$ cat src/include/pins_config.svh
/* Bus sizes are fixed by the CPU. PINS_MAX_WAIT only bounds how long a testbench
   waits on a stalled bus; the controller itself never times out. */
`ifndef PINS_CONFIG_SVH
`define PINS_CONFIG_SVH

// --------------------
// Bus widths
// --------------------
`define PINS_ADDR_W   16        // Address pins A15..A0
`define PINS_DATA_W   8         // Data pins D7..D0

// --------------------
// Wait states
// --------------------
// Number of Tw cycles after which the bus counts as hung
`define PINS_MAX_WAIT 16

`endif

$ cat src/rtl/pins_bus_pkg.sv
/* Address and data types seen on the external pins. The io view assumes the
   address splits into two data-width bytes. */
package pins_bus_pkg;

    `include "pins_config.svh"

    // --------------------
    // Data
    // --------------------
    typedef logic [`PINS_DATA_W-1:0] data_t;    // One byte on D7..D0

    // --------------------
    // Address word
    // --------------------
    // I/O cycles put the port number on A7..A0 and an extra byte on A15..A8
    typedef struct packed {
        logic [`PINS_DATA_W-1:0] hi;            // Upper address byte
        logic [`PINS_DATA_W-1:0] port;          // Port number
    } io_addr_t;

    typedef union packed {
        logic [`PINS_ADDR_W-1:0] mem;           // Full memory address
        io_addr_t                io;            // Port view of the same bits
    } addr_word_t;

    // --------------------
    // Cycle kind
    // --------------------
    typedef enum logic [1:0] {
        MEM_RD = 2'd0,
        MEM_WR = 2'd1,
        IO_RD  = 2'd2,
        IO_WR  = 2'd3
    } cycle_kind_t;

    // True for the two I/O kinds, which strobe iorq instead of mreq
    function automatic logic kind_is_io(cycle_kind_t k);
        return (k == IO_RD) || (k == IO_WR);
    endfunction

    // True for the two write kinds
    function automatic logic kind_is_wr(cycle_kind_t k);
        return (k == MEM_WR) || (k == IO_WR);
    endfunction

endpackage

$ cat src/rtl/pins_timing_pkg.sv
/* T-state encoding for one external bus cycle. No M1, refresh or
   interrupt acknowledge states exist. */
package pins_timing_pkg;

    // --------------------
    // Controller states
    // --------------------
    typedef enum logic [2:0] {
        IDLE = 3'd0,        // No cycle, waiting for req
        T1   = 3'd1,        // Address and write data latched
        T2   = 3'd2,        // Strobes asserted, wait_req sampled at the end
        TW   = 3'd3,        // Wait state, strobes held
        T3   = 3'd4,        // Read data on the internal bus
        DONE = 3'd5         // ack high until req drops
    } tstate_t;

    // States where the pins and strobes are live
    function automatic logic strobe_state(tstate_t s);
        return (s == T2) || (s == TW) || (s == T3);
    endfunction

    // States at whose end wait_req is sampled
    function automatic logic wait_sample_state(tstate_t s);
        return (s == T2) || (s == TW);
    endfunction

endpackage

$ cat src/rtl/address_pins.sv
/* Latch is written only by ab_we, so apin holds while the core address moves.
   apin_oe is a plain enable; there are no real tri-states. */
`timescale 1ns/1ns

module address_pins
(
    input  logic                     clk,
    input  logic                     rst,
    input  logic                     ab_we,         // Load the address latch
    input  logic                     ab_pin_oe,     // Drive the address pins
    input  pins_bus_pkg::addr_word_t address,       // Core-side address bus
    output pins_bus_pkg::addr_word_t apin,          // Address pin values
    output logic                     apin_oe        // Address pin output enable
);

    // --------------------
    // Address latch
    // --------------------
    // Updates one edge after ab_we, otherwise keeps the last address
    always_ff @(posedge clk)
    begin
        if (rst)
            apin.mem <= '0;                         // Pins park at zero
        else if (ab_we)
            apin <= address;
    end

    // --------------------
    // Pin enable
    // --------------------
    // Follows the controller without a register
    assign apin_oe = ab_pin_oe;

endmodule

$ cat src/rtl/data_pins.sv
/* One latch serves both directions. A pin read wins over a write from the core
   when both enables are set in the same cycle. */
`timescale 1ns/1ns

module data_pins
(
    input  logic                clk,
    input  logic                rst,
    input  logic                db_we,          // Load latch from the write bus
    input  logic                db_pin_re,      // Load latch from the pins
    input  logic                db_pin_oe,      // Drive the data pins
    input  logic                db_oe,          // Drive the internal read bus
    input  pins_bus_pkg::data_t db_wr,          // Internal write bus
    input  pins_bus_pkg::data_t dpin_in,        // Data pins, input side
    output pins_bus_pkg::data_t dpin_out,       // Data pins, output side
    output pins_bus_pkg::data_t db_rd,          // Internal read bus
    output logic                dpin_oe         // Data pin output enable
);
    import pins_bus_pkg::*;

    data_t data_q;                              // Bidirectional data latch

    // --------------------
    // Data latch
    // --------------------
    always_ff @(posedge clk)
    begin
        if (rst)
            data_q <= '0;
        else if (db_pin_re)                     // Read from the pins first
            data_q <= dpin_in;
        else if (db_we)
            data_q <= db_wr;
    end

    // --------------------
    // Pin side
    // --------------------
    // Latch is always presented; dpin_oe says whether the pins carry it
    assign dpin_out = data_q;
    assign dpin_oe  = db_pin_oe;

    // --------------------
    // Core side
    // --------------------
    // Read bus is zero unless the controller opens it
    always_comb
    begin
        if (db_oe)
            db_rd = data_q;
        else
            db_rd = '0;
    end

endmodule

$ cat src/rtl/bus_cycle_ctrl.sv
/* Runs one cycle per req/ack handshake; req must drop before the next cycle.
   A wait_req that never falls stalls the bus with the strobes held. */
`timescale 1ns/1ns

module bus_cycle_ctrl
(
    input  logic                        clk,
    input  logic                        rst,
    input  logic                        req,        // Core asks for a bus cycle
    input  logic                        wait_req,   // Slow device asks for Tw
    input  pins_bus_pkg::cycle_kind_t   kind,       // Kind of cycle asked for
    input  pins_bus_pkg::data_t         db_rd,      // Internal read bus
    output logic                        ack,        // Cycle finished
    output logic                        mreq,
    output logic                        iorq,
    output logic                        rd,
    output logic                        wr,
    output logic                        ab_we,      // Address latch load
    output logic                        ab_pin_oe,  // Address pin enable
    output logic                        db_we,      // Data latch load from core
    output logic                        db_pin_re,  // Data latch load from pins
    output logic                        db_pin_oe,  // Data pin enable
    output logic                        db_oe,      // Read bus enable
    output pins_bus_pkg::data_t         rdata       // Read data for the core
);
    import pins_bus_pkg::*;
    import pins_timing_pkg::*;

    tstate_t     state;
    tstate_t     state_nxt;
    cycle_kind_t kind_q;                            // Kind of the running cycle
    logic        live;                              // Strobes and pins active
    logic        is_io;
    logic        is_wr;

    // --------------------
    // T-state sequencer
    // --------------------
    always_comb
    begin
        state_nxt = state;
        case (state)
            IDLE:
                if (req)
                    state_nxt = T1;                 // Only seen once ack is low
            T1:
                state_nxt = T2;
            T2, TW:
                if (wait_req)
                    state_nxt = TW;                 // Stretch the cycle
                else
                    state_nxt = T3;
            T3:
                state_nxt = DONE;
            DONE:
                if (!req)
                    state_nxt = IDLE;               // Core has seen ack
            default:
                state_nxt = IDLE;
        endcase
    end

    always_ff @(posedge clk)
    begin
        if (rst)
            state <= IDLE;
        else
            state <= state_nxt;
    end

    // Kind is frozen when the cycle starts; later request changes are ignored
    always_ff @(posedge clk)
    begin
        if (rst)
            kind_q <= MEM_RD;
        else if (state == IDLE && req)
            kind_q <= kind;
    end

    // --------------------
    // Strobes
    // --------------------
    assign live  = strobe_state(state);             // T2, Tw and T3
    assign is_io = kind_is_io(kind_q);
    assign is_wr = kind_is_wr(kind_q);

    assign mreq = live && !is_io;
    assign iorq = live && is_io;
    assign rd   = live && !is_wr;
    assign wr   = live && is_wr;

    // --------------------
    // Pin block enables
    // --------------------
    assign ab_we     = (state == T1);               // Address ready from T2
    assign ab_pin_oe = live;
    assign db_we     = (state == T1) && is_wr;      // Write data ready from T2
    assign db_pin_oe = live && is_wr;

    // Pins sampled on the edge into T3, on the last T2 or Tw
    assign db_pin_re = wait_sample_state(state) && !wait_req && !is_wr;
    assign db_oe     = (state == T3) && !is_wr;

    // --------------------
    // Handshake
    // --------------------
    assign ack = (state == DONE);

    // Captured on the edge into DONE and held while ack is high
    always_ff @(posedge clk)
    begin
        if (db_oe)
            rdata <= db_rd;
    end

endmodule

$ cat src/rtl/pin_interface_top.sv
/* Pin-side groups are split into out, enable and in; no tri-state nets exist.
   Only one bus cycle is in flight at a time. */
`timescale 1ns/1ns

module pin_interface_top
(
    input  logic                        clk,
    input  logic                        rst,
    // Core-side handshake
    input  logic                        req,
    input  pins_bus_pkg::cycle_kind_t   kind,
    input  pins_bus_pkg::addr_word_t    addr,
    input  pins_bus_pkg::data_t         wdata,
    output logic                        ack,
    output pins_bus_pkg::data_t         rdata,
    // Pin side
    output pins_bus_pkg::addr_word_t    apin,
    output logic                        apin_oe,
    output pins_bus_pkg::data_t         dpin_out,
    output logic                        dpin_oe,
    output logic                        mreq,
    output logic                        iorq,
    output logic                        rd,
    output logic                        wr,
    input  pins_bus_pkg::data_t         dpin_in,
    input  logic                        wait_req
);
    import pins_bus_pkg::*;

    // --------------------
    // Controller to pin blocks
    // --------------------
    logic  ab_we;
    logic  ab_pin_oe;
    logic  db_we;
    logic  db_pin_re;
    logic  db_pin_oe;
    logic  db_oe;
    data_t db_rd;                                   // Read bus back to controller

    bus_cycle_ctrl bus_cycle_ctrl_inst (
        .clk, .rst, .req, .wait_req, .kind, .db_rd,
        .ack, .mreq, .iorq, .rd, .wr,
        .ab_we, .ab_pin_oe, .db_we, .db_pin_re, .db_pin_oe, .db_oe,
        .rdata
    );

    address_pins address_pins_inst (
        .clk, .rst, .ab_we, .ab_pin_oe,
        .address (addr),                            // Core address straight in
        .apin, .apin_oe
    );

    data_pins data_pins_inst (
        .clk, .rst, .db_we, .db_pin_re, .db_pin_oe, .db_oe,
        .db_wr   (wdata),                           // Core write data straight in
        .dpin_in, .dpin_out, .db_rd, .dpin_oe
    );

endmodule

$ cat config.mk
export PLATFORM = sky130hd
export DESIGN_NAME = pin_interface_top
export DESIGN_NICKNAME = d
export VERILOG_FILES = /design/src/rtl/pins_bus_pkg.sv /design/src/rtl/pins_timing_pkg.sv /design/src/rtl/address_pins.sv /design/src/rtl/data_pins.sv /design/src/rtl/bus_cycle_ctrl.sv /design/src/rtl/pin_interface_top.sv
export VERILOG_INCLUDE_DIRS = /design/src /design/src/include
export SDC_FILE = /design/constraint.sdc
export NUM_CORES = 1
export LEC_CHECK = 0
export ABC_AREA = 1
export BUFFER_PORTS_ARGS = -buffer_cell sky130_fd_sc_hd__buf_4
export CAP_MARGIN = 20
export CORE_UTILIZATION = 45
export CTS_CLUSTER_DIAMETER = 60
export DETAILED_ROUTE_END_ITERATION = 10
export HOLD_SLACK_MARGIN = 0.02
export MAX_ROUTING_LAYER = met4
export PLACE_DENSITY_LB_ADDON = 0.15
export SLEW_MARGIN = 5
export SYNTH_ARGS = -nofsm -noshare
export SYNTH_HDL_FRONTEND = slang
export SYNTH_SLANG_ARGS = --single-unit
$ cat constraint.sdc
create_clock -name clk -period 2 [get_ports clk]
set_input_delay 0.3 -clock clk [delete_from_list [all_inputs] [get_ports clk]]
set_output_delay 0.3 -clock clk [all_outputs]
set_load 0.01 [all_outputs]
Word-level counts from Yosys, hierarchy flattened
Cells that the tools add are included.
W data, S select, Z words.
{"block": "totals", "register_bits": 37, "input_bits": 38, "out_inout_bits": 39, "wordCells": 41}
{"block": "classes", "n_eq_ne": 10, "mux": 6, "reduce_logical": 20}
{"operator": "$mux W8", "n": 2}
{"operator": "$pmux W3 S5", "n": 1}
{"operator": "$logic_and A1 B1 Y1", "n": 9}
{"operator": "$mux W3", "n": 3}
{"operator": "$eq A3 B2 Y1 const B", "n": 2}
{"operator": "$eq A3 B3 Y1 const B", "n": 2}
{"operator": "$eq A2 B2 Y1 const B", "n": 2}
{"operator": "$logic_or A1 B1 Y1", "n": 4}
{"operator": "$ne A2 B2 Y1 const B", "n": 2}
{"operator": "$eq A3 B1 Y1 const B", "n": 1}
{"operator": "$logic_not A1 Y1", "n": 3}
{"operator": "$logic_not A3 Y1", "n": 1}
{"operator": "$eq A2 B1 Y1 const B", "n": 1}
{"operator": "$reduce_and A2 Y1", "n": 1}
{"operator": "$reduce_bool A2 Y1", "n": 1}
{"operator": "$reduce_or A2 Y1", "n": 1}

Logic depth before layout (Yosys ltp)
Gate-level depths: netlist of the first run.
{"block": "depth", "word_depth": 5, "depth_mapped": 8}

Cells and area by module
Synthesis of the first run repeated with hierarchy kept, for this count alone.
{"block": "unflattened", "hier_cells": 238, "hier_area_um2": 1714.1}
{"module": "address_pins", "n_inst": 1, "cells_each": 102, "area_per_inst_um2": 678.2}
{"module": "bus_cycle_ctrl", "n_inst": 1, "cells_each": 57, "area_per_inst_um2": 555.5}
{"module": "data_pins", "n_inst": 1, "cells_each": 79, "area_per_inst_um2": 480.5}

Least setup slack after synthesis of the first run
OpenSTA, ideal clock, no wires.
{"block": "synth_path", "path_type": "register -> register", "from": "register bus_cycle_ctrl_inst.state[2]", "to": "register bus_cycle_ctrl_inst.rdata[0] (enable)", "arrival_time_ns": 1.168, "t_required_ns": 1.617, "slack_ns": 0.449, "stages_incl_launch_ff": 3, "path_buffers": 0, "period_less_slack_ns": 1.551, "path_cell_list": "dfxtp_1 inv_2 nor3_1"}
{"block": "synth_via", "elab_chain_len": 2}
{"item": "from (decl)", "line": "bus_cycle_ctrl.sv:29", "source": "tstate_t state;"}
{"item": "from (signal assigned)", "line": "bus_cycle_ctrl.sv:68", "source": "state <= state_nxt;"}
{"item": "$eq A3 B3 Y1", "line": "bus_cycle_ctrl.sv:102", "source": "assign db_oe = (state == T3) && !is_wr;"}
{"item": "$logic_and A1 B1 Y1", "line": "bus_cycle_ctrl.sv:102"}
{"item": "named net bus_cycle_ctrl_inst.db_oe", "line": "bus_cycle_ctrl.sv:23", "source": "output logic db_oe,"}
{"item": "to (signal assigned)", "line": "bus_cycle_ctrl.sv:113", "source": "rdata <= db_rd;"}
{"item": "to (decl)", "line": "bus_cycle_ctrl.sv:24", "source": "output pins_bus_pkg::data_t rdata"}
The timed path passes the listed nets, and every way through them passes these cells.
A chain may end at the register's enable or synchronous reset.

Worst setup path in the final report of the first run
{"block": "layout_path", "from": "register bus_cycle_ctrl_inst.state[0]", "to": "output port dpin_oe"}
{"block": "layout_via", "elab_chain_len": 4, "elab_cells_between_ends": 6, "classes_between": "eq/ne (3); reduce/logical (3)"}
{"item": "$eq A3 B2 Y1", "line": "pins_timing_pkg.sv:19", "source": "return (s == T2) || (s == TW) || (s == T3);"}
{"item": "$logic_or A1 B1 Y1", "line": "pins_timing_pkg.sv:19"}
{"item": "$logic_or A1 B1 Y1 (*)", "line": "pins_timing_pkg.sv:19"}
{"item": "$logic_and A1 B1 Y1 (*)", "line": "bus_cycle_ctrl.sv:98", "source": "assign db_pin_oe = live && is_wr;"}
{"item": "to (decl)", "line": "pin_interface_top.sv:20", "source": "output logic dpin_oe,"}
Mark *: on every way between the ends. The rest lies on a longest branch, timed or not.

==> key figures, run 1 <==
Setup path
  • Slowest CP cell: dfxtp_1
  • Stages on worst setup path: 6
  • Worst path top cell family by delay: simple AND/OR/NAND/NOR gates
  • R2r endpoint: address_pins_inst.apin[12]
  • R2R Setup Slk: 540 ps
  • Setup CP Type: register to output pin
  • Most used cell, CP: nor2_1
  • CP required: 1700 ps
  • Buf/Inv on CP: 2
  • Slowest stage delay, CP: 450 ps
  • Length in cells of the worst reg-to-reg path: 4
  • Critical Path End Type: output pin
  • Critical-path cell list: inv_1 -> nand2_1 -> nor2_1 -> nor2_1 -> nor2_1 -> buf_4
  • Critical Path Fanout Max: 5
  • Worst r2r src: bus_cycle_ctrl_inst.state[2]
  • Crit path DAT: 1520 ps
  • Worst Setup Start Kind: register

Timing
  • Hold WS: 156 ps
  • Slew Limit Headroom: 0.565
  • Final worst path period share: 0.912
  • Worst slew pin tran: 652 ps
  • Max-slew violations: 0
  • TNS Setup: 0 ps
  • Hold Fails Final Rpt: 0
  • Fin crit period: 1820 ps
  • Final setup fails: 0
  • RSZ-0062 raised after global routing: no
  • Worst Skew: 11.0 ps
  • Max Freq: 0.548 GHz

Drt
  • 1st-iter DRT viols: 37
  • Via density: 4.61
  • Detail Route Antenna Nets: 0
  • Post-route DRC: 0
  • Routed WL per cell: 10.7 um
  • DRT Pass-1 Iters: 4
  • Drt total wl: 3380 um
  • Via count: 1458

Placed design
  • DP HPWL: 2460 um
  • Final RePlAce weighted congestion: 0.788
  • Placed Cells: 308
  • # port buffers: 76

CTS
  • H-tree depth: 2
  • Clk sinks: 37
  • Post-CTS setup repair buffer count: 0
  • Root buffer cell: clkbuf_4
  • Post-CTS resize count: 0
  • Worst-Skew Late Latency: 340 ps
  • Hold Buf Count CTS: 0
  • CTS Buffer Depth: 2
  • CTS tree: yes
  • TritonCTS Buffers: 5
  • CTS clock-pin slew for the worst setup and hold paths: 110 ps

Finish
  • P&R area growth vs syn: 40.5%
  • Area of the multi-input gates: 608 sq um
  • Final Util: 0.666
  • FILL cells: 310
  • Post-layout nets: 307
  • Layout cells sized above 1: 0.367
  • Seq. cell area: 821 sq um
  • Ant. Diodes: 0
  • Layout Cells excl Fill: 316

Pwr
  • Cell-internal power: 1.28 mW
  • Max VDD drop: 0.438 mV
  • Pwr/cell area: 823 nW/um^2
  • NetSw: 0.570 mW
  • Comb power frac: 0.277
  • Sw Share: 0.309
  • Sequential fraction of design power: 0.497
  • Clk pwr share: 0.226
  • Leakage: 1.06 nW

Floorplan
  • Die area: 3790 sq um
  • I/O pin cnt: 77
  • Starting Density: 0.474
  • Die Y: 61.5 um
  • Die Wd: 61.5 um
  • Site row count: 21
  • Core area: 3360 sq um

Synthesis
  • Most used DFF post-synth: dfxtp_1
  • Synthesized netlist cell count: 192
  • Post-synth EDFFs: 8
  • Mapped Avg Cell Area: 8.31 sq um
  • Commonest cells in the netlist: 30 x nand2_1, 29 x dfxtp_1, 24 x nor2_1
  • Count leader, synth: nand2_1
  • Synth top area share: 0.364
  • #FFs+latches synth: 37
  • Synth Warn #: 0
  • Post-Syn Area: 1600 sq um
  • Post-Syn Nets: 230
  • Sequential fraction of the synthesis area: 0.515
  • Yosys top cell by area: dfxtp_1
  • Synth unique cells: 26
  • Synth area leaders: dfxtp_1 36%, edfxtp_1 15%, nand2_1 7.1%, a21oi_1 6.3%, nor2_1 5.6%
  • Synth async-reset ratio: 0

Global route
  • Initial antenna violation count: 0
  • GRT Overall Usage: 0.203
  • Pin count of the biggest net entering global routing: 33
  • First-pass GRT wire length: 5410 um
  • Grt total ovfl: 0
  • Vias in the first global route: 1271

Worst hold path
  • Type of the most critical hold path: input pin to register
  • Worst Hold Path EP: bus_cycle_ctrl_inst.kind_q[1]
  • Hold-critical path depth: 2
  • Hold path start: rst

Status
  • Status: complete, no violations

Run
  • Max Cap Viol: 0
## final cells by class
class,count,area share
Clock buffer,6,0.0229
Sequential cell,37,0.366
Tap cell,46,0.0257
Multi-Input combinational cell,120,0.271
Clock inverter,2,0.00614
Timing Repair Buffer,78,0.261
Inverter,27,0.0463
## power by group through the flow
stage          logic [mW]  clock network, mW  registers [mW]
4_1_cts             0.517              0.432           0.917
3_5_place_dp        0.514                  0           0.934
2_1_floorplan       0.263                  0           0.962
5_1_grt             0.582              0.463           0.930
6_report            0.511              0.418           0.916
3_3_place_gp        0.510                  0           0.928
## cell families after synthesis
logic type	Yosys count	synth area share
AND/OR/NAND/NOR	84	0.268
buffers and inverters	35	0.104
AO/OA/AOI/OAI	36	0.113
flip-flops	37	0.515
## cells in the final DEF, fill, tap and decap left out, types with 5 or more instances in the layout
| cell | count |
|---|---|
| clkbuf_4 | 5 |
| o21ai_1 | 9 |
| a21oi_1 | 20 |
| nand3b_1 | 8 |
| o21ai_0 | 7 |
| dfxtp_1 | 29 |
| inv_1 | 22 |
| nand2_1 | 30 |
| buf_4 | 78 |
| nand4_1 | 8 |
| edfxtp_1 | 8 |
| nor2_1 | 24 |
## flip-flops by register name, indices dropped and copies added (netlist names)
signal / count
data_pins_inst.dpin_out: 8
bus_cycle_ctrl_inst.rdata: 8
bus_cycle_ctrl_inst.state: 3
bus_cycle_ctrl_inst.kind_q: 2
address_pins_inst.apin: 16
## how the worst max path moves through the flow
stage,start,to,slack (ps)
6_report,bus_cycle_ctrl_inst.state[0],dpin_oe,180
5_1_grt,bus_cycle_ctrl_inst.state[0],dpin_oe,30
4_1_cts,bus_cycle_ctrl_inst.state[0],dpin_oe,150
3_5_place_dp,bus_cycle_ctrl_inst.state[2],address_pins_inst.apin[15],530
3_3_place_gp,bus_cycle_ctrl_inst.state[2],address_pins_inst.apin[10],580
2_1_floorplan,bus_cycle_ctrl_inst.state[2],bus_cycle_ctrl_inst.rdata[0],450
## per-stage QoR
step	setup slack, ps	total power [mW]	instance area [sq um]
floorplan	449	1.22	1600
global placement	577	1.44	2180
detailed placement	530	1.45	2180
CTS	151	1.87	2240
global route	33.1	1.97	2240
finish	176	1.85	2240
## worst register-to-register path, cell delays in order (launching register included)
cell and delay, ps:
dfxtp_1 390, inv_2 130, nand3_2 420, buf_4 320, a21oi_1 140
## routing by layer
metal,GRT usage,part of all wire,up-vias
met5,-,0,-
met4,0.0667,0.0086,0
met3,0.0714,0.070,4
met2,0.312,0.46,48
met1,0.248,0.46,623
li1,-,-,783
Power figures use the tool's default switching activity.
==> run 2, diff against run 1 <==
--- a/config.mk
+++ b/config.mk
@@ -10,6 +10,7 @@
 export BUFFER_PORTS_ARGS = -buffer_cell sky130_fd_sc_hd__buf_4
 export CAP_MARGIN = 20
 export CORE_UTILIZATION = 45
+export CTS_BUF_LIST = sky130_fd_sc_hd__clkbuf_8 sky130_fd_sc_hd__clkbuf_16
 export CTS_CLUSTER_DIAMETER = 60
 export DETAILED_ROUTE_END_ITERATION = 10
 export HOLD_SLACK_MARGIN = 0.02
==> constraint.sdc (replaced) <==
create_clock -name clk -period 2 [get_ports clk]
set_input_delay 0.3 -clock clk [delete_from_list [all_inputs] [get_ports clk]]
set_output_delay 0.3 -clock clk [all_outputs]
set_load 0.02 [all_outputs]
==> run 2 against run 1 <==
Net effect:
- critical path depth is the same
- register-to-register slack hardly changed
- die area is the same
- global-route usage fell by 0.92 points
- combinational power up 15%
- routed wire length increased by 0.50%
- cell count is 0.32% higher
- core utilization rose by 0.97 points
- sequential power about the same
==> key figures, run 2 (synthesized netlist as in run 1, its figures left out) <==
Status
  • Status: complete, no violations (unchanged)

Placed design
  • Placed Cells: 309 (was 308)
  • Final RePlAce weighted congestion: 0.773 (was 0.788)
  • # port buffers: 76 (unchanged)
  • DP HPWL: 2460 um (about the same)
  • Placed inst area: 2180 sq um (about the same)

Floorplan
  • Starting Density: 0.474 (unchanged)
  • Site row count: 21 (unchanged)
  • Die Wd: 61.5 um (unchanged)
  • Die area: 3790 sq um (unchanged)
  • Die Y: 61.5 um (unchanged)
  • I/O pin cnt: 77 (unchanged)
  • Core area: 3360 sq um (unchanged)

Finish
  • Seq. cell area: 821 sq um (unchanged)
  • Max reg flops: 16 (unchanged)
  • Layout cells sized above 1: 0.362 (was 0.367)
  • Most flop-heavy register: address_pins_inst.apin (unchanged)
  • Final Util: 0.676 (was 0.666)
  • Most frequent cells in the layout: 79 x buf_4, 30 x nand2_1, 29 x dfxtp_1, 24 x inv_1, 24 x nor2_1 (was 78 x buf_4, 30 x nand2_1, 29 x dfxtp_1, 24 x nor2_1, 22 x inv_1)
  • Post-layout nets: 308 (was 307)
  • Cell area after layout: 2270 sq um (was 2240 sq um)
  • Area of the multi-input gates: 608 sq um (unchanged)
  • Most common cell after layout, fill and taps aside: buf_4 (unchanged)
  • P&R area growth vs syn: 42.5% (was 40.5%)
  • Ant. Diodes: 0 (unchanged)
  • FILL cells: 300 (was 310)
  • Layout Cells excl Fill: 317 (was 316)

CTS
  • Clk sinks: 37 (unchanged)
  • Worst-Skew Late Latency: 280 ps (was 340 ps)
  • H-tree depth: 2 (unchanged)
  • Root buffer cell: clkbuf_8 (was clkbuf_4)
  • CTS clock-pin slew for the worst setup and hold paths: 70 ps (was 110 ps)
  • CTS Buffer Depth: 2 (unchanged)
  • Post-CTS setup repair buffer count: 0 (unchanged)
  • Hold Buf Count CTS: 0 (unchanged)
  • CTS tree: yes (unchanged)
  • TritonCTS Buffers: 5 (unchanged)
  • Post-CTS resize count: 0 (unchanged)

Drt
  • Routed WL per cell: 10.7 um (about the same)
  • Drt total wl: 3400 um (was 3380 um)
  • Post-route DRC: 0 (unchanged)
  • Detail Route Antenna Nets: 0 (unchanged)
  • Via density: 4.65 (was 4.61)
  • DRT Pass-1 Iters: 4 (unchanged)
  • 1st-iter DRT viols: 43 (was 37)
  • Via count: 1475 (was 1458)

Timing
  • Max Freq: 0.567 GHz (was 0.548 GHz)
  • RSZ-0062 raised after global routing: no (unchanged)
  • Max-slew violations: 0 (unchanged)
  • Slew Limit Headroom: 0.640 (was 0.565)
  • Final worst path period share: 0.882 (was 0.912)
  • Final setup fails: 0 (unchanged)
  • Worst slew pin tran: 540 ps (was 652 ps)
  • Fin crit period: 1760 ps (was 1820 ps)
  • TNS Setup: 0 ps (unchanged)
  • Worst Skew: 6.84 ps (was 11.0 ps)
  • Hold Fails Final Rpt: 0 (unchanged)

Worst hold path
  • Type of the most critical hold path: input pin to register (unchanged)
  • Hold-critical path depth: 2 (unchanged)

Pwr
  • Final total power: 2.02 mW (was 1.85 mW)
  • Leakage: 1.08 nW (was 1.06 nW)
  • Pwr/cell area: 887 nW/um^2 (was 823 nW/um^2)
  • Max VDD drop: 0.476 mV (was 0.438 mV)

Global route
  • Vias in the first global route: 1174 (was 1271)
  • Initial antenna violation count: 0 (unchanged)
  • GRT Overall Usage: 0.194 (was 0.203)
  • First-pass GRT wire length: 5090 um (was 5410 um)
  • Pin count of the biggest net entering global routing: 33 (unchanged)
  • Grt total ovfl: 0 (unchanged)

Setup path
  • Critical Path End Type: output pin (unchanged)
  • Crit path DAT: 1460 ps (was 1520 ps)
  • Critical Path Fanout Max: 5 (unchanged)
  • Setup CP Type: register to output pin (unchanged)
  • CP required: 1700 ps (about the same)
  • Worst Setup Start Kind: register (unchanged)
  • Length in cells of the worst reg-to-reg path: 4 (unchanged)

Run
  • Max Cap Viol: 0 (unchanged)
-- run 2: final timing paths --
check                                                  start                           end  slack, ps
worst max-delay path            bus_cycle_ctrl_inst.state[0]                       dpin_oe        240
worst min register to register     address_pins_inst.apin[4]     address_pins_inst.apin[4]        450
worst min-delay path                                     rst  bus_cycle_ctrl_inst.state[2]        220
worst max register to register  bus_cycle_ctrl_inst.state[2]     address_pins_inst.apin[2]        530
-- run 2: report_power, final --
part / internal, mW / switching (mW) / leakage, nW
combinational: 0.252 / 0.334 / 0.718
clock: 0.271 / 0.245 / 0.0538
sequential: 0.858 / 0.0559 / 0.313
-- run 2: worst max-delay path, cell delays in order (launching register included) --
cell and delay [ps]:
dfxtp_1 430, inv_1 60, nand2_1 110, nor2_1 70
nor2_1 240, nor2_1 100, buf_4 170
-- run 2: layer usage --
layer  track usage  routed length (um)  share of wire  vias up
li1              -                   -              -      786
met4        0.0762                  24         0.0071        0
met2         0.286                1600           0.47       45
met3        0.0840                 233          0.069        4
met1         0.231                1540           0.45      640
met5             -                   0              0        -
-- run 2: layout make-up --
type	instances	area share
clock buffers	6	0.0363
clock inverters	2	0.00330
inverters	27	0.0457
multi-input cells	120	0.267
flip-flops and latches	37	0.361
well taps	46	0.0253
repair buffers	79	0.261
-- run 2: metrics by stage --
step	worst slack (ps)	hold WS (ps)
final	236	218
after global placement	568	433
after CTS	215	212
after detailed placement	539	437
after global routing	112	206
after floorplan	391	369
